[config.mk]
export PLATFORM = sky130hd
export DESIGN_NAME = riscv_core
export DESIGN_NICKNAME = d
export VERILOG_FILES = /design/src/logic/pipe_pkg.sv /design/src/logic/isa_pkg.sv /design/src/logic/reg_file.sv /design/src/logic/fetch_stage.sv /design/src/logic/decode_ctrl.sv /design/src/logic/hazard_forward.sv /design/src/logic/execute_stage.sv /design/src/logic/mem_wb_stage.sv /design/src/logic/riscv_core.sv
export SDC_FILE = /design/constraint.sdc
export NUM_CORES = 2
export LEC_CHECK = 0
export BUFFER_PORTS_ARGS = -buffer_cell sky130_fd_sc_hd__buf_4
export CORE_UTILIZATION = 55
export DETAILED_ROUTE_END_ITERATION = 12
export PLACE_DENSITY = 0.71
export SLEW_MARGIN = 0
export SYNTH_ARGS = -nofsm -noshare
export SYNTH_HDL_FRONTEND = slang
export SYNTH_SLANG_ARGS = --single-unit
[constraint.sdc]
create_clock -name clk -period 21 [get_ports clk]
set_input_delay 2.1 -clock clk [delete_from_list [all_inputs] [get_ports clk]]
set_output_delay 2.1 -clock clk [all_outputs]
set_load 0.03 [all_outputs]
[src/logic/pipe_pkg.sv]
// PC is only pc_w bits wide, so both memories hold 2**(pc_w-2) words
package pipe_pkg;

	localparam int xlen   = 32;
	localparam int reg_aw = 5;
	localparam int pc_w   = 9;

	// operand source selects for the execute stage
	localparam logic [1:0] fwd_none = 2'd0;
	localparam logic [1:0] fwd_mem  = 2'd1;
	localparam logic [1:0] fwd_wb   = 2'd2;

endpackage

[src/logic/isa_pkg.sv]
// covers only the rv32i subset used by the core: no shifts, no byte or halfword access, no lui/auipc
package isa_pkg;

	// major opcodes
	localparam logic [6:0] op_rtype  = 7'b0110011;
	localparam logic [6:0] op_itype  = 7'b0010011;
	localparam logic [6:0] op_load   = 7'b0000011;
	localparam logic [6:0] op_store  = 7'b0100011;
	localparam logic [6:0] op_branch = 7'b1100011;
	localparam logic [6:0] op_jal    = 7'b1101111;
	localparam logic [6:0] op_jalr   = 7'b1100111;

	// funct fields that change the ALU operation
	localparam logic [2:0] f3_slt = 3'b010;
	localparam logic [2:0] f3_or  = 3'b110;
	localparam logic [2:0] f3_and = 3'b111;
	localparam logic [2:0] f3_bne = 3'b001;
	localparam logic [6:0] f7_sub = 7'b0100000;

	// ALU control codes
	localparam logic [3:0] alu_and = 4'd0;
	localparam logic [3:0] alu_or  = 4'd1;
	localparam logic [3:0] alu_add = 4'd2;
	localparam logic [3:0] alu_sub = 4'd6;
	localparam logic [3:0] alu_slt = 4'd7;

	// one instruction word, register view and store view
	typedef union packed {
		struct packed {
			logic [6:0] funct7;
			logic [4:0] rs2;
			logic [4:0] rs1;
			logic [2:0] funct3;
			logic [4:0] rd;
			logic [6:0] opcode;
		} r;
		struct packed {
			logic [6:0] imm_hi;
			logic [4:0] rs2;
			logic [4:0] rs1;
			logic [2:0] funct3;
			logic [4:0] imm_lo;
			logic [6:0] opcode;
		} s;
	} inst_u;

endpackage

[src/logic/reg_file.sv]
// two read ports see a same-cycle write; x0 is never written and reads zero
`timescale 1ns/1ps

module reg_file (
	input  logic                        clk,
	input  logic                        rst_n,
	input  logic                        we,
	input  logic [pipe_pkg::reg_aw-1:0] waddr,
	input  logic [pipe_pkg::xlen-1:0]   wdata,
	input  logic [pipe_pkg::reg_aw-1:0] raddr1,
	input  logic [pipe_pkg::reg_aw-1:0] raddr2,
	output logic [pipe_pkg::xlen-1:0]   rdata1,
	output logic [pipe_pkg::xlen-1:0]   rdata2
);
	logic [pipe_pkg::xlen-1:0] regs [2**pipe_pkg::reg_aw];

	function automatic logic [pipe_pkg::xlen-1:0] read_port(
		input logic [pipe_pkg::reg_aw-1:0] addr
	);
		if (addr == '0)
			read_port = '0;
		else if (we && addr == waddr)
			read_port = wdata;
		else
			read_port = regs[addr];
	endfunction

	always_ff @(posedge clk) begin
		if (!rst_n) begin
			for (int i = 0; i < 2**pipe_pkg::reg_aw; i++)
				regs[i] <= '0;
		end else if (we && waddr != '0) begin
			regs[waddr] <= wdata;
		end
	end

	assign rdata1 = read_port(raddr1);
	assign rdata2 = read_port(raddr2);

endmodule

[src/logic/fetch_stage.sv]
// branch redirect beats a decode jump; a flushed IF/ID slot holds the all-zero word as a no-op
`timescale 1ns/1ps

module fetch_stage (
	input  logic                      clk,
	input  logic                      rst_n,
	input  logic                      freeze,
	input  logic                      pc_hold,
	input  logic                      if_flush,
	input  logic                      jump,
	input  logic [pipe_pkg::pc_w-1:0] jump_target,
	input  logic                      br_taken,
	input  logic [pipe_pkg::pc_w-1:0] br_target,
	input  logic [pipe_pkg::xlen-1:0] imem_rdata,
	output logic [pipe_pkg::pc_w-3:0] imem_addr,
	output isa_pkg::inst_u            id_inst,
	output logic [pipe_pkg::pc_w-1:0] id_pc,
	output logic [pipe_pkg::pc_w-1:0] id_pc4
);
	logic [pipe_pkg::pc_w-1:0] pc;
	logic [pipe_pkg::pc_w-1:0] pc4;
	logic [pipe_pkg::pc_w-1:0] next_pc;

	assign pc4       = pc + pipe_pkg::pc_w'(4);
	assign next_pc   = br_taken ? br_target : (jump ? jump_target : pc4);
	assign imem_addr = pc[pipe_pkg::pc_w-1:2];

	always_ff @(posedge clk) begin
		if (!rst_n) begin
			pc <= '0;
		end else if (!freeze && !pc_hold) begin
			pc <= next_pc;
		end
	end

	// IF/ID register
	always_ff @(posedge clk) begin
		if (!rst_n) begin
			{id_inst, id_pc, id_pc4} <= '0;
		end else if (!freeze) begin
			if (if_flush) begin
				{id_inst, id_pc, id_pc4} <= '0;
			end else if (!pc_hold) begin
				id_inst <= imem_rdata;
				id_pc   <= pc;
				id_pc4  <= pc4;
			end
		end
	end

endmodule

[src/logic/decode_ctrl.sv]
// unknown opcodes decode to no controls; the branch target leaves on jump_target too
`timescale 1ns/1ps

module decode_ctrl (
	input  isa_pkg::inst_u              id_inst,
	input  logic [pipe_pkg::pc_w-1:0]   id_pc,
	input  logic [pipe_pkg::xlen-1:0]   jalr_base,
	output logic [pipe_pkg::reg_aw-1:0] rs1,
	output logic [pipe_pkg::reg_aw-1:0] rs2,
	output logic [pipe_pkg::reg_aw-1:0] rd,
	output logic                        reg_write,
	output logic                        mem_read,
	output logic                        mem_write,
	output logic                        mem_to_reg,
	output logic                        alu_src,
	output logic [3:0]                  alu_ctrl,
	output logic                        is_branch,
	output logic                        is_bne,
	output logic                        jump,
	output logic                        is_jalr,
	output logic                        link,
	output logic [pipe_pkg::xlen-1:0]   imm,
	output logic [pipe_pkg::pc_w-1:0]   jump_target
);
	logic [pipe_pkg::xlen-1:0] imm_i, imm_s, imm_b, imm_j;
	logic [pipe_pkg::xlen-1:0] jalr_sum;

	function automatic logic [3:0] alu_op(input logic [2:0] f3, input logic sub);
		case (f3)
			isa_pkg::f3_slt: alu_op = isa_pkg::alu_slt;
			isa_pkg::f3_or:  alu_op = isa_pkg::alu_or;
			isa_pkg::f3_and: alu_op = isa_pkg::alu_and;
			default:         alu_op = sub ? isa_pkg::alu_sub : isa_pkg::alu_add;
		endcase
	endfunction

	assign rs1 = id_inst.r.rs1;
	assign rs2 = id_inst.r.rs2;
	assign rd  = id_inst.r.rd;

	assign imm_i = {{20{id_inst[31]}}, id_inst.r.funct7, id_inst.r.rs2};
	assign imm_s = {{20{id_inst[31]}}, id_inst.s.imm_hi, id_inst.s.imm_lo};
	assign imm_b = {{20{id_inst[31]}}, id_inst.s.imm_lo[0], id_inst.s.imm_hi[5:0],
		id_inst.s.imm_lo[4:1], 1'b0};
	assign imm_j = {{12{id_inst[31]}}, id_inst[19:12], id_inst[20], id_inst[30:21], 1'b0};

	always_comb begin
		{reg_write, mem_read, mem_write, mem_to_reg, alu_src} = '0;
		{is_branch, is_bne, jump, is_jalr, link} = '0;
		alu_ctrl = isa_pkg::alu_add;
		imm      = imm_i;
		case (id_inst.r.opcode)
			isa_pkg::op_rtype: begin
				reg_write = 1'b1;
				alu_ctrl  = alu_op(id_inst.r.funct3, id_inst.r.funct7 == isa_pkg::f7_sub);
			end
			isa_pkg::op_itype: begin
				{reg_write, alu_src} = 2'b11;
				alu_ctrl = alu_op(id_inst.r.funct3, 1'b0);
			end
			isa_pkg::op_load: {reg_write, mem_read, mem_to_reg, alu_src} = 4'b1111;
			isa_pkg::op_store: begin
				{mem_write, alu_src} = 2'b11;
				imm = imm_s;
			end
			isa_pkg::op_branch: begin
				is_branch = 1'b1;
				is_bne    = id_inst.r.funct3 == isa_pkg::f3_bne;
				alu_ctrl  = isa_pkg::alu_sub;
				imm       = imm_b;
			end
			isa_pkg::op_jal: begin
				{reg_write, alu_src, jump, link} = 4'b1111;
				imm = imm_j;
			end
			isa_pkg::op_jalr: {reg_write, alu_src, jump, is_jalr, link} = 5'b11111;
			default: ;
		endcase
	end

	// jalr clears bit 0 of the sum
	assign jalr_sum    = jalr_base + imm;
	assign jump_target = is_jalr ? {jalr_sum[pipe_pkg::pc_w-1:1], 1'b0}
	                             : id_pc + imm[pipe_pkg::pc_w-1:0];

endmodule

[src/logic/hazard_forward.sv]
// assumes the register file writes through, so writeback never needs a forward into decode
`timescale 1ns/1ps

module hazard_forward (
	input  logic [pipe_pkg::reg_aw-1:0] rs1,
	input  logic [pipe_pkg::reg_aw-1:0] rs2,
	input  logic                        uses_rs2,
	input  logic                        is_jalr,
	input  logic                        jump,
	input  logic                        br_taken,
	input  logic [pipe_pkg::reg_aw-1:0] ex_rs1,
	input  logic [pipe_pkg::reg_aw-1:0] ex_rs2,
	input  logic [pipe_pkg::reg_aw-1:0] ex_rd,
	input  logic                        ex_reg_write,
	input  logic                        ex_mem_read,
	input  logic [pipe_pkg::reg_aw-1:0] mem_rd,
	input  logic                        mem_reg_write,
	input  logic                        mem_mem_read,
	input  logic [pipe_pkg::reg_aw-1:0] wb_rd,
	input  logic                        wb_reg_write,
	output logic                        pc_hold,
	output logic                        bubble,
	output logic                        if_flush,
	output logic [1:0]                  fwd_a,
	output logic [1:0]                  fwd_b
);
	logic load_use;
	logic jalr_wait;
	logic stall;

	// newest producer wins; a load still in memory has no data yet
	function automatic logic [1:0] pick(input logic [pipe_pkg::reg_aw-1:0] src);
		if (src == '0)
			pick = pipe_pkg::fwd_none;
		else if (mem_reg_write && !mem_mem_read && mem_rd == src)
			pick = pipe_pkg::fwd_mem;
		else if (wb_reg_write && wb_rd == src)
			pick = pipe_pkg::fwd_wb;
		else
			pick = pipe_pkg::fwd_none;
	endfunction

	assign load_use = ex_mem_read && ex_rd != '0 &&
		(ex_rd == rs1 || (uses_rs2 && ex_rd == rs2));
	assign jalr_wait = is_jalr && rs1 != '0 &&
		((ex_reg_write && ex_rd == rs1) || (mem_reg_write && mem_rd == rs1));
	assign stall = load_use | jalr_wait;

	// a taken branch kills whatever sits in decode, stalled or not
	assign pc_hold  = stall & ~br_taken;
	assign bubble   = stall | br_taken;
	assign if_flush = br_taken | (jump & ~stall);

	assign fwd_a = pick(ex_rs1);
	assign fwd_b = pick(ex_rs2);

endmodule

[src/logic/execute_stage.sv]
// BEQ and BNE resolve here from the ALU zero flag; a bubble clears only the side-effect controls
`timescale 1ns/1ps

module execute_stage (
	input  logic                        clk,
	input  logic                        rst_n,
	input  logic                        freeze,
	input  logic                        bubble,
	input  logic [pipe_pkg::reg_aw-1:0] id_rs1,
	input  logic [pipe_pkg::reg_aw-1:0] id_rs2,
	input  logic [pipe_pkg::reg_aw-1:0] id_rd,
	input  logic                        id_reg_write,
	input  logic                        id_mem_read,
	input  logic                        id_mem_write,
	input  logic                        id_mem_to_reg,
	input  logic                        id_alu_src,
	input  logic [3:0]                  id_alu_ctrl,
	input  logic                        id_is_branch,
	input  logic                        id_is_bne,
	input  logic                        id_link,
	input  logic [pipe_pkg::xlen-1:0]   id_imm,
	input  logic [pipe_pkg::pc_w-1:0]   id_target,
	input  logic [pipe_pkg::pc_w-1:0]   id_pc4,
	input  logic [pipe_pkg::xlen-1:0]   id_rdata1,
	input  logic [pipe_pkg::xlen-1:0]   id_rdata2,
	input  logic [1:0]                  fwd_a,
	input  logic [1:0]                  fwd_b,
	input  logic [pipe_pkg::xlen-1:0]   wb_data,
	output logic [pipe_pkg::reg_aw-1:0] ex_rs1,
	output logic [pipe_pkg::reg_aw-1:0] ex_rs2,
	output logic [pipe_pkg::reg_aw-1:0] ex_rd,
	output logic                        ex_reg_write,
	output logic                        ex_mem_read,
	output logic                        br_taken,
	output logic [pipe_pkg::pc_w-1:0]   br_target,
	output logic [pipe_pkg::reg_aw-1:0] mem_rd,
	output logic                        mem_reg_write,
	output logic                        mem_mem_read,
	output logic                        mem_mem_write,
	output logic                        mem_to_reg,
	output logic                        mem_link,
	output logic [pipe_pkg::xlen-1:0]   mem_alu,
	output logic [pipe_pkg::xlen-1:0]   mem_store,
	output logic [pipe_pkg::pc_w-1:0]   mem_pc4
);
	logic ex_mem_write, ex_mem_to_reg, ex_alu_src, ex_is_branch, ex_is_bne, ex_link;
	logic [3:0] ex_alu_ctrl;
	logic [pipe_pkg::xlen-1:0] ex_imm, ex_rdata1, ex_rdata2;
	logic [pipe_pkg::pc_w-1:0] ex_target, ex_pc4;
	logic [pipe_pkg::xlen-1:0] mem_fwd, op_a, op_b_reg, op_b, alu_y;

	function automatic logic [pipe_pkg::xlen-1:0] fwd_mux(input logic [1:0] sel,
		input logic [pipe_pkg::xlen-1:0] reg_val, mem_val, wb_val);
		case (sel)
			pipe_pkg::fwd_mem: fwd_mux = mem_val;
			pipe_pkg::fwd_wb:  fwd_mux = wb_val;
			default:           fwd_mux = reg_val;
		endcase
	endfunction

	// ----------------------------------------------------------------------
	// ID/EX
	always_ff @(posedge clk) begin
		if (!rst_n) begin
			{ex_reg_write, ex_mem_read, ex_mem_write, ex_mem_to_reg, ex_is_branch, ex_link} <= '0;
			{ex_rs1, ex_rs2, ex_rd, ex_alu_src, ex_alu_ctrl, ex_is_bne} <= '0;
			{ex_imm, ex_target, ex_pc4, ex_rdata1, ex_rdata2} <= '0;
		end else if (!freeze) begin
			{ex_reg_write, ex_mem_read, ex_mem_write, ex_mem_to_reg, ex_is_branch, ex_link} <=
				bubble ? '0 : {id_reg_write, id_mem_read, id_mem_write, id_mem_to_reg,
				id_is_branch, id_link};
			{ex_rs1, ex_rs2, ex_rd, ex_alu_src, ex_alu_ctrl, ex_is_bne} <=
				{id_rs1, id_rs2, id_rd, id_alu_src, id_alu_ctrl, id_is_bne};
			{ex_imm, ex_target, ex_pc4, ex_rdata1, ex_rdata2} <=
				{id_imm, id_target, id_pc4, id_rdata1, id_rdata2};
		end
	end

	// ----------------------------------------------------------------------
	// a link instruction in memory carries its value in pc4, not in the ALU field
	assign mem_fwd  = mem_link ? {{(pipe_pkg::xlen-pipe_pkg::pc_w){1'b0}}, mem_pc4} : mem_alu;
	assign op_a     = fwd_mux(fwd_a, ex_rdata1, mem_fwd, wb_data);
	assign op_b_reg = fwd_mux(fwd_b, ex_rdata2, mem_fwd, wb_data);
	assign op_b     = ex_alu_src ? ex_imm : op_b_reg;

	always_comb begin
		case (ex_alu_ctrl)
			isa_pkg::alu_sub: alu_y = op_a - op_b;
			isa_pkg::alu_and: alu_y = op_a & op_b;
			isa_pkg::alu_or:  alu_y = op_a | op_b;
			isa_pkg::alu_slt: alu_y = {{(pipe_pkg::xlen-1){1'b0}}, $signed(op_a) < $signed(op_b)};
			default:          alu_y = op_a + op_b;
		endcase
	end

	assign br_taken  = ex_is_branch & (ex_is_bne ^ (alu_y == '0));
	assign br_target = ex_target;

	// ----------------------------------------------------------------------
	// EX/MEM
	always_ff @(posedge clk) begin
		if (!rst_n) begin
			{mem_reg_write, mem_mem_read, mem_mem_write, mem_to_reg, mem_link} <= '0;
			{mem_rd, mem_alu, mem_store, mem_pc4} <= '0;
		end else if (!freeze) begin
			{mem_reg_write, mem_mem_read, mem_mem_write, mem_to_reg, mem_link} <=
				{ex_reg_write, ex_mem_read, ex_mem_write, ex_mem_to_reg, ex_link};
			{mem_rd, mem_alu, mem_store, mem_pc4} <= {ex_rd, alu_y, op_b_reg, ex_pc4};
		end
	end

endmodule

[src/logic/mem_wb_stage.sv]
// data port is driven straight from EX/MEM and holds while frozen; addresses are word aligned
`timescale 1ns/1ps

module mem_wb_stage (
	input  logic                        clk,
	input  logic                        rst_n,
	input  logic                        freeze,
	input  logic [pipe_pkg::reg_aw-1:0] mem_rd,
	input  logic                        mem_reg_write,
	input  logic                        mem_mem_read,
	input  logic                        mem_mem_write,
	input  logic                        mem_to_reg,
	input  logic                        mem_link,
	input  logic [pipe_pkg::xlen-1:0]   mem_alu,
	input  logic [pipe_pkg::xlen-1:0]   mem_store,
	input  logic [pipe_pkg::pc_w-1:0]   mem_pc4,
	input  logic [pipe_pkg::xlen-1:0]   dmem_rdata,
	output logic                        dmem_read,
	output logic                        dmem_write,
	output logic [pipe_pkg::xlen-3:0]   dmem_addr,
	output logic [pipe_pkg::xlen-1:0]   dmem_wdata,
	output logic                        wb_we,
	output logic [pipe_pkg::reg_aw-1:0] wb_rd,
	output logic [pipe_pkg::xlen-1:0]   wb_data
);
	logic wb_link, wb_to_reg;
	logic [pipe_pkg::xlen-1:0] wb_alu, wb_load;
	logic [pipe_pkg::pc_w-1:0] wb_pc4;

	assign dmem_read  = mem_mem_read;
	assign dmem_write = mem_mem_write;
	assign dmem_addr  = mem_alu[pipe_pkg::xlen-1:2];
	assign dmem_wdata = mem_store;

	// MEM/WB
	always_ff @(posedge clk) begin
		if (!rst_n) begin
			{wb_we, wb_link, wb_to_reg} <= '0;
			{wb_rd, wb_alu, wb_load, wb_pc4} <= '0;
		end else if (!freeze) begin
			{wb_we, wb_link, wb_to_reg} <= {mem_reg_write, mem_link, mem_to_reg};
			{wb_rd, wb_alu, wb_load, wb_pc4} <= {mem_rd, mem_alu, dmem_rdata, mem_pc4};
		end
	end

	assign wb_data = wb_link   ? {{(pipe_pkg::xlen-pipe_pkg::pc_w){1'b0}}, wb_pc4}
	               : wb_to_reg ? wb_load
	               : wb_alu;

endmodule

[src/logic/riscv_core.sv]
// five-stage core; both memory ports answer in the same cycle and either stall freezes the pipe
`timescale 1ns/1ps

module riscv_core (
	input  logic                         clk,
	input  logic                         rst_n,
	output logic [pipe_pkg::pc_w-3:0]    imem_addr,
	input  logic [pipe_pkg::xlen-1:0]    imem_rdata,
	input  logic                         imem_stall,
	output logic                         dmem_read,
	output logic                         dmem_write,
	output logic [pipe_pkg::xlen-3:0]    dmem_addr,
	output logic [pipe_pkg::xlen-1:0]    dmem_wdata,
	input  logic [pipe_pkg::xlen-1:0]    dmem_rdata,
	input  logic                         dmem_stall
);
	logic freeze;
	logic pc_hold;
	logic bubble;
	logic if_flush;
	logic uses_rs2;
	logic [1:0] fwd_a;
	logic [1:0] fwd_b;

	isa_pkg::inst_u id_inst;
	logic [pipe_pkg::pc_w-1:0] id_pc, id_pc4, jump_target, br_target, mem_pc4;
	logic [pipe_pkg::reg_aw-1:0] rs1, rs2, rd, ex_rs1, ex_rs2, ex_rd, mem_rd, wb_rd;
	logic [pipe_pkg::xlen-1:0] imm, rdata1, rdata2, mem_alu, mem_store, wb_data;
	logic [3:0] alu_ctrl;

	logic reg_write, mem_read, mem_write, mem_to_reg, alu_src;
	logic is_branch, is_bne, jump, is_jalr, link;
	logic ex_reg_write, ex_mem_read, br_taken;
	logic mem_reg_write, mem_mem_read, mem_mem_write, mem_to_reg_q, mem_link;
	logic wb_we;

	assign freeze = imem_stall | dmem_stall;
	// stores read rs2 as data even though the ALU takes the immediate
	assign uses_rs2 = ~alu_src | mem_write;

	// ----------------------------------------------------------------------
	fetch_stage u_fetch (
		.clk(clk), .rst_n(rst_n), .freeze(freeze), .pc_hold(pc_hold), .if_flush(if_flush),
		.jump(jump), .jump_target(jump_target), .br_taken(br_taken), .br_target(br_target),
		.imem_rdata(imem_rdata), .imem_addr(imem_addr),
		.id_inst(id_inst), .id_pc(id_pc), .id_pc4(id_pc4)
	);

	decode_ctrl u_decode (
		.id_inst(id_inst), .id_pc(id_pc), .jalr_base(rdata1),
		.rs1(rs1), .rs2(rs2), .rd(rd), .reg_write(reg_write), .mem_read(mem_read),
		.mem_write(mem_write), .mem_to_reg(mem_to_reg), .alu_src(alu_src), .alu_ctrl(alu_ctrl),
		.is_branch(is_branch), .is_bne(is_bne), .jump(jump), .is_jalr(is_jalr), .link(link),
		.imm(imm), .jump_target(jump_target)
	);

	reg_file u_regs (
		.clk(clk), .rst_n(rst_n), .we(wb_we), .waddr(wb_rd), .wdata(wb_data),
		.raddr1(rs1), .raddr2(rs2), .rdata1(rdata1), .rdata2(rdata2)
	);

	hazard_forward u_hazard (
		.rs1(rs1), .rs2(rs2), .uses_rs2(uses_rs2), .is_jalr(is_jalr), .jump(jump),
		.br_taken(br_taken), .ex_rs1(ex_rs1), .ex_rs2(ex_rs2), .ex_rd(ex_rd),
		.ex_reg_write(ex_reg_write), .ex_mem_read(ex_mem_read), .mem_rd(mem_rd),
		.mem_reg_write(mem_reg_write), .mem_mem_read(mem_mem_read), .wb_rd(wb_rd),
		.wb_reg_write(wb_we), .pc_hold(pc_hold), .bubble(bubble), .if_flush(if_flush),
		.fwd_a(fwd_a), .fwd_b(fwd_b)
	);

	// ----------------------------------------------------------------------
	execute_stage u_execute (
		.clk(clk), .rst_n(rst_n), .freeze(freeze), .bubble(bubble),
		.id_rs1(rs1), .id_rs2(rs2), .id_rd(rd), .id_reg_write(reg_write),
		.id_mem_read(mem_read), .id_mem_write(mem_write), .id_mem_to_reg(mem_to_reg),
		.id_alu_src(alu_src), .id_alu_ctrl(alu_ctrl), .id_is_branch(is_branch),
		.id_is_bne(is_bne), .id_link(link), .id_imm(imm), .id_target(jump_target),
		.id_pc4(id_pc4), .id_rdata1(rdata1), .id_rdata2(rdata2),
		.fwd_a(fwd_a), .fwd_b(fwd_b), .wb_data(wb_data),
		.ex_rs1(ex_rs1), .ex_rs2(ex_rs2), .ex_rd(ex_rd), .ex_reg_write(ex_reg_write),
		.ex_mem_read(ex_mem_read), .br_taken(br_taken), .br_target(br_target),
		.mem_rd(mem_rd), .mem_reg_write(mem_reg_write), .mem_mem_read(mem_mem_read),
		.mem_mem_write(mem_mem_write), .mem_to_reg(mem_to_reg_q), .mem_link(mem_link),
		.mem_alu(mem_alu), .mem_store(mem_store), .mem_pc4(mem_pc4)
	);

	mem_wb_stage u_mem_wb (
		.clk(clk), .rst_n(rst_n), .freeze(freeze),
		.mem_rd(mem_rd), .mem_reg_write(mem_reg_write), .mem_mem_read(mem_mem_read),
		.mem_mem_write(mem_mem_write), .mem_to_reg(mem_to_reg_q), .mem_link(mem_link),
		.mem_alu(mem_alu), .mem_store(mem_store), .mem_pc4(mem_pc4), .dmem_rdata(dmem_rdata),
		.dmem_read(dmem_read), .dmem_write(dmem_write), .dmem_addr(dmem_addr),
		.dmem_wdata(dmem_wdata), .wb_we(wb_we), .wb_rd(wb_rd), .wb_data(wb_data)
	);

endmodule

# Yosys cells after proc, flatten, opt, wreduce, memory -nomap -nowiden

Memories as Yosys holds them, arrays and structs flattened. A register that Yosys moved wholly into a read port is not among the register bits.
Cells that the tools add are included.
Widths: inputs -> output; s select.

Flip-flop bits (word level): 353
Bits in writable memories: 1024
Input port bits: 68
Output and inout port bits: 71
Logic and storage cells: 174
Memories kept: 1

Memory list:

| name        | words | bits a word | rd ports | clocked after Yosys merged registers in | write ports | line           | source |
|---|---|---|---|---|---|---|---|
| u_regs.regs | 32    | 32          | 2        | 2                                       | 32          | reg_file.sv:15 | `logic [pipe_pkg::xlen-1:0] regs [2**pipe_pkg::reg_aw];` |

Add/subtract/negate cells: 5
$lt $le $gt $ge: 1
Equality and inequality tests: 29
Mux-type cells: 51
Bitwise logic cells: 15
Reductions and logical operators: 35

Operator list:

| cell               | number |
|---|---|
| $mux 32            | 11 |
| $pmux 32 s2        | 2 |
| $pmux 32 s4        | 1 |
| $mux 9             | 7 |
| $pmux 20 s3        | 1 |
| $eq 5x5->1         | 9 |
| $add 32x32->32     | 1 |
| $and 32x32->32     | 1 |
| $logic_not 32->1   | 1 |
| $lt 32x32->1       | 1 |
| $or 32x32->32      | 1 |
| $reduce_or 32->1   | 1 |
| $sub 32x32->32     | 1 |
| $mux 5             | 5 |
| $pmux 4 s3         | 2 |
| $eq 7x6->1 const B | 3 |
| $eq 7x7->1 const B | 3 |
| $logic_not 5->1    | 4 |
| $add 9x9->9        | 2 |
| $logic_and 1x1->1  | 16 |
| $reduce_bool 5->1  | 3 |
| $mux 1             | 13 |
| $mux 2             | 6 |
| $reduce_or 5->1    | 2 |
| other kinds (23)   | 39 |

# Depth between registers and ports, before layout

Depth in word-level cells: 19
Gate-level depth with buffers: 31
Depth with buffers taken out: 26

# By module

Synthesis repeated with hierarchy kept, for this count alone.

Cells, all modules: 6626
Area, all modules: 78409.0 um^2

By module, submodules not included:

| module         | times used | cells each | area each (um^2) | sequential area each (um^2) |
|---|---|---|---|---|
| reg_file       | 1          | 3860       | 55159.2          | 30749.5 |
| execute_stage  | 1          | 1852       | 14734.1          | 4484.3 |
| mem_wb_stage   | 1          | 407        | 4194.0           | 1621.6 |
| fetch_stage    | 1          | 252        | 2379.8           | 1141.1 |
| decode_ctrl    | 1          | 187        | 1411.4           | 0.0 |
| hazard_forward | 1          | 66         | 518.0            | 0.0 |
| riscv_core     | 1          | 2          | 12.5             | 0.0 |

# Least setup slack after synthesis

Ideal clock, no wire load.

Kind: register to register
From: reg u_execute.mem_rd[4] (netlist bit)
To: reg with a tool-made name
Setup time: 0.061 ns
Data arrival time: 6.700 ns
Data required time: 20.939 ns
Path slack: 14.239 ns
Stages on the path, launching flop included: 29
Path buffers: 5
Clock period less this slack: 6.761 ns
Cell sequence: dfxtp_1 > clkbuf_1 > xnor2_1 > nand4_1 > nor4_1 > ha_1 > clkbuf_1 > nor2b_1 > clkbuf_1 > a22oi_1 > nor2_1 > a21oi_1 > o21a_1 > ha_1 > buf_6 > or2_4 > or3_4 > or4_1 > o21bai_1 > o2111ai_1 > xnor2_1 > a222oi_1 > nand3_1 > or4_4 > nor4_4 > mux2_4 > nor4_2 > clkbuf_1 > a32o_1

RTL lines:

| item                     | line                 | source |
|---|---|---|
| start: declaration       | execute_stage.sv:36  | `output logic [pipe_pkg::reg_aw-1:0] mem_rd,` |
| start signal: assignment | execute_stage.sv:108 | `{mem_rd, mem_alu, mem_store, mem_pc4} <= {ex_rd, alu_y, op_b_reg, ex_pc4};` |

# Final worst setup path

From: reg u_execute.mem_rd[2] (netlist bit)
To: reg u_fetch.id_inst[17] (netlist bit)

Word-level cells in the longest chain between the ends: 16
Elaborated cells on any way between the ends: 37
Those cells by class: add/sub: 2; order compare: 1; eq/ne: 8; mux: 9; bitwise: 10; reduce/logical: 7

Ends and longest elaborated chain:

| item                                     | line                 | source |
|---|---|---|
| $eq 5x5->1                               | hazard_forward.sv:35 | `else if (mem_reg_write && !mem_mem_read && mem_rd == src)` |
| $logic_and 1x1->1                        | hazard_forward.sv:35 |  |
| $mux 2                                   | hazard_forward.sv:35 |  |
| $mux 2                                   | hazard_forward.sv:33 | `if (src == '0)` |
| $eq 2x2->1 or $eq 2x1->1 (tied branches) | execute_stage.sv:54  | `case (sel)` |
| $pmux 32 s2                              | execute_stage.sv:54  |  |
| $mux 32                                  | execute_stage.sv:84  | `assign op_b = ex_alu_src ? ex_imm : op_b_reg;` |
| $add 32x32->32 (tied with other cells)   | execute_stage.sv:92  | `default: alu_y = op_a + op_b;` |
| $pmux 32 s4                              | execute_stage.sv:87  | `case (ex_alu_ctrl)` |
| $logic_not 32->1                         | execute_stage.sv:96  | `assign br_taken = ex_is_branch & (ex_is_bne ^ (alu_y == '0));` |
| $xor 1x1->1                              | execute_stage.sv:96  |  |
| $and 1x1->1                              | execute_stage.sv:96  |  |
| $not 1->1                                | hazard_forward.sv:50 | `assign pc_hold = stall & ~br_taken;` |
| $and 1x1->1                              | hazard_forward.sv:50 |  |
| $ne 2x2->1 (no line)                     | --                   |  |
| $reduce_and 2->1 (no line)               | --                   |  |
| end signal: assignment                   | fetch_stage.sv:44    | `id_inst <= imem_rdata;` |
| end: declaration                         | fetch_stage.sv:16    | `output isa_pkg::inst_u id_inst,` |

Parallel ways exist; a longest one is shown, timed or not.
A chain may end at the register's enable or synchronous reset.

==> impl_metrics.json <==
{
  "power_density_nw_per_um2": 80.49,
  "synthFlopType": "edfxtp_1",
  "portBuffers": 138,
  "finalSetupTns_ns": 0,
  "area_growth_pct": 8.976,
  "fin_crit_ns": 9.230,
  "vias_per_cell": 6.857,
  "ir_worst_vdd_v": 0.00006773,
  "fin_area_um2": 80600,
  "grt_pass1_wl_um": 349400,
  "num_vias": 54140,
  "min-delay-start": "u_mem_wb.wb_alu[22]",
  "post-route-period-util_pct": 43.95,
  "finalWirelength_um": 239500,
  "fp.dieW_um": 368.7,
  "setup_viol": 0,
  "cts_tree": "yes",
  "cts-resized-gates": 0,
  "placementRows": 134,
  "fmax_mhz": 108.3,
  "worstReg2RegStart": "u_execute.mem_rd[2]",
  "netlist.area_leader.share_pct": 41.58,
  "ctsHoldBuffers": 0,
  "cp.required_ns": 21.73,
  "cpPeakStageDelay_ns": 0.94,
  "critPathKind": "flop to flop",
  "worst_pin_slew_ns": 1.220,
  "fin_nets": 6201,
  "dieArea_um2": 135900,
  "place_hpwl_um": 147500,
  "cts_setup_buffers": 0,
  "postRouteAntennaNets": 0,
  "slowest_stage": "nor2b_2",
  "io_pins": 139,
  "cp_num_buf_inv": 1,
  "ys_seq_area_share_pct": 51.27,
  "synth_cells": 6226,
  "grt_setup_unrepaired": "false",
  "endpoint_kind": "flop",
  "dr.pass1.iters": 8,
  "critPathTopFamily": "simple AND/OR/NAND/NOR gates",
  "slew_violations": 0,
  "syn_area_um2": 73960,
  "cts.clk_slew.worst_paths_ns": 0.06,
  "drive_gt1_share_pct": 20.66,
  "grt_max_degree": 161,
  "grt_usage_pct": 35.09,
  "ys_warn_count": 0,
  "clk_latency_ns": 0.82,
  "drt_iter0_drc": 8096,
  "die_y_um": 368.7,
  "final.setup_skew_ns": 0.02967,
  "place.gp.congestion": 0.9607,
  "cts_buffers": 146,
  "path_cells": "xnor2_1, nand4_1, nor4_1, ha_1, nor2b_2, a22oi_1, nor2_1, a21oi_1, o21a_1, ha_1, nand4_1, o21a_1, o21ai_0, a31oi_1, o31a_1, or4_1, nor4_1, nand4_1, nor4_4, mux2_4, nor4_4, buf_4, a32o_1",
  "drc": 0,
  "largest_reg_flops": 1024,
  "ys_top_cells_by_area": "edfxtp_1, mux4_2, dfxtp_1, nor2_1, nand2_1",
  "wire_per_inst_um": 30.33,
  "path_common_cell": "nand4_1",
  "synth_cell_types": 86,
  "syn_avg_cell_area_um2": 11.88,
  "leakagePower_nw": 26.57,
  "cp-startpoint": "u_execute.mem_rd[2]",
  "start_kind": "flop",
  "root_buffer": "clkbuf_16",
  "placed_cell_area_um2": 75820,
  "max_cap_violations": 0,
  "crit_path_max_fanout": 51,
  "critical_path_arrival_ns": 9.96,
  "antenna_found_initial": 6,
  "regMostFlops": "u_regs.regs",
  "async_flop_share_pct": 0,
  "relSlewSlack_pct": 18.67,
  "numClockSinks": 1382,
  "hold_class": "flop to flop",
  "clock_path_buffers": 3,
  "overflow": 0,
  "synth-seq-cells": 1382,
  "cts_max_level": 4,
  "hold_viol": 0,
  "synth-edff-count": 1024,
  "start_util_pct": 55.42,
  "antenna_cells": 0,
  "status": "completed",
  "grt_pass1_vias": 53060,
  "coreArea_um2": 133500,
  "synth_top_cell_by_area": "edfxtp_1"
}
per-layer routing:
metal  vias to the layer above  GRT usage, %  routed length [um]
met3                       696         9.223               29410
met1                     27120         45.73               86210
li1                      22610             -                   -
met2                      3703         55.49              112600
met5                         -             0                  40
met4                         6         15.46               11270
tightest hold or removal path, stage by stage, from the launching register on:
cell,delay (ns)
dfxtp_1,0.30
nand2_1,0.05
a21oi_1,0.05
power by group:
part           internal (mW)  total [mW]  switching [mW]  leakage, nW
sequential              3.02        3.11          0.0824         13.3
combinational          0.306       0.753           0.447         10.9
clock                   1.49        2.63            1.14         2.33
total                   4.82        6.49            1.67         26.6
cell type report:
cell class,instances,area (um^2)
well taps,1768,2212
clock inverters,75,869.6
inverters,126,480.5
repair buffers,266,2022
clock buffers,185,3911
multi-input cells,4093,33150
flip-flops and latches,1382,37950
fillers,10460,52860
stage by stage:
step | hold WS [ns] | utilization [%] | std cells | worst slack [ns] | total power [mW]
after detailed placement | 0.4458 | 56.81 | 7635 | 11.89 | 3.895
after global placement | 0.4403 | 56.81 | 7635 | 11.93 | 3.880
final | 0.4527 | 60.39 | 7895 | 11.77 | 6.488
after floorplan | 0.4316 | - | 6257 | 14.24 | 3.637
after global routing | 0.4690 | 60.39 | 7895 | 11.19 | 6.642
after CTS | 0.4538 | 60.39 | 7895 | 11.87 | 6.478
synth_stat cells, types with 9 or more instances:
cell,count
o21ai_0,137
xor2_1,25
nor2b_1,50
mux4_2,640
nor4_1,17
or2_2,31
clkbuf_1,524
a211oi_1,48
xnor2_1,46
ha_1,114
o21a_1,40
and3_1,11
buf_1,74
buf_6,11
a22oi_1,72
a21oi_1,367
buf_4,38
nand4_1,19
o21bai_1,11
a31oi_1,22
nand3_1,33
a222oi_1,24
buf_2,9
or4_1,11
inv_1,125
and2_1,9
nor3_1,47
a32o_1,58
a221o_1,17
dfxtp_1,358
mux2_2,39
a21o_1,13
nand2_1,586
nor2_1,1285
nand2b_1,14
o31ai_1,13
o22ai_1,14
mux2i_1,79
edfxtp_1,1024
o211ai_1,40
worst paths after layout:
path	slack, ns	endpoint	cells past startpoint
setup / recovery	11.77	u_fetch.id_inst[17]	23
hold / removal	0.45	u_mem_wb.wb_alu[22]	2
setup reg to reg	11.77	u_fetch.id_inst[17]	23
hold reg to reg	0.45	u_mem_wb.wb_alu[22]	2
cell families (layout without fill, tap and decap cells):
family | after synthesis | in the layout | share of synthesized area [%]
AND/OR/NAND/NOR | 2143 | 2143 | 11.79
flip-flops | 1382 | 1382 | 51.27
AO/OA/AOI/OAI | 970 | 970 | 8.604
buffers and inverters | 782 | 652 | 4.288
multiplexers | 759 | 759 | 21.17
adder cells (fa/ha/maj) | 118 | 118 | 2.037
XOR/XNOR | 71 | 71 | 0.8408
other | 1 | 32 | 0.005070
placed cells by master, fill, tap and decap left out, types with 13 or more instances in the layout:
cell and instances:
nor2b_1 48, a211oi_1 48, o22ai_1 14, xnor2_1 45, conb_1 32, o211ai_1 40, ha_1 113, o21ai_0 137
nor2_1 1283, nand2_1 555, nand2b_1 13, a22oi_1 72, edfxtp_1 1024, or2_2 30, a21o_1 13, nand4_1 19
clkbuf_16 147, a31oi_1 22, mux4_2 640, o21a_1 40, a21oi_1 366, dfxtp_1 344, a221o_1 17, nand3_1 33
bufinv_16 13, nor4_1 16, a32o_1 58, a222oi_1 24, o31ai_1 13, nand2_2 31, nor3_1 45, mux2i_1 79
mux2_2 39, clkinv_2 19, clkinv_1 20, buf_4 264, clkbuf_1 29, inv_1 125, xor2_1 24
(Power assumes the default switching activity.)
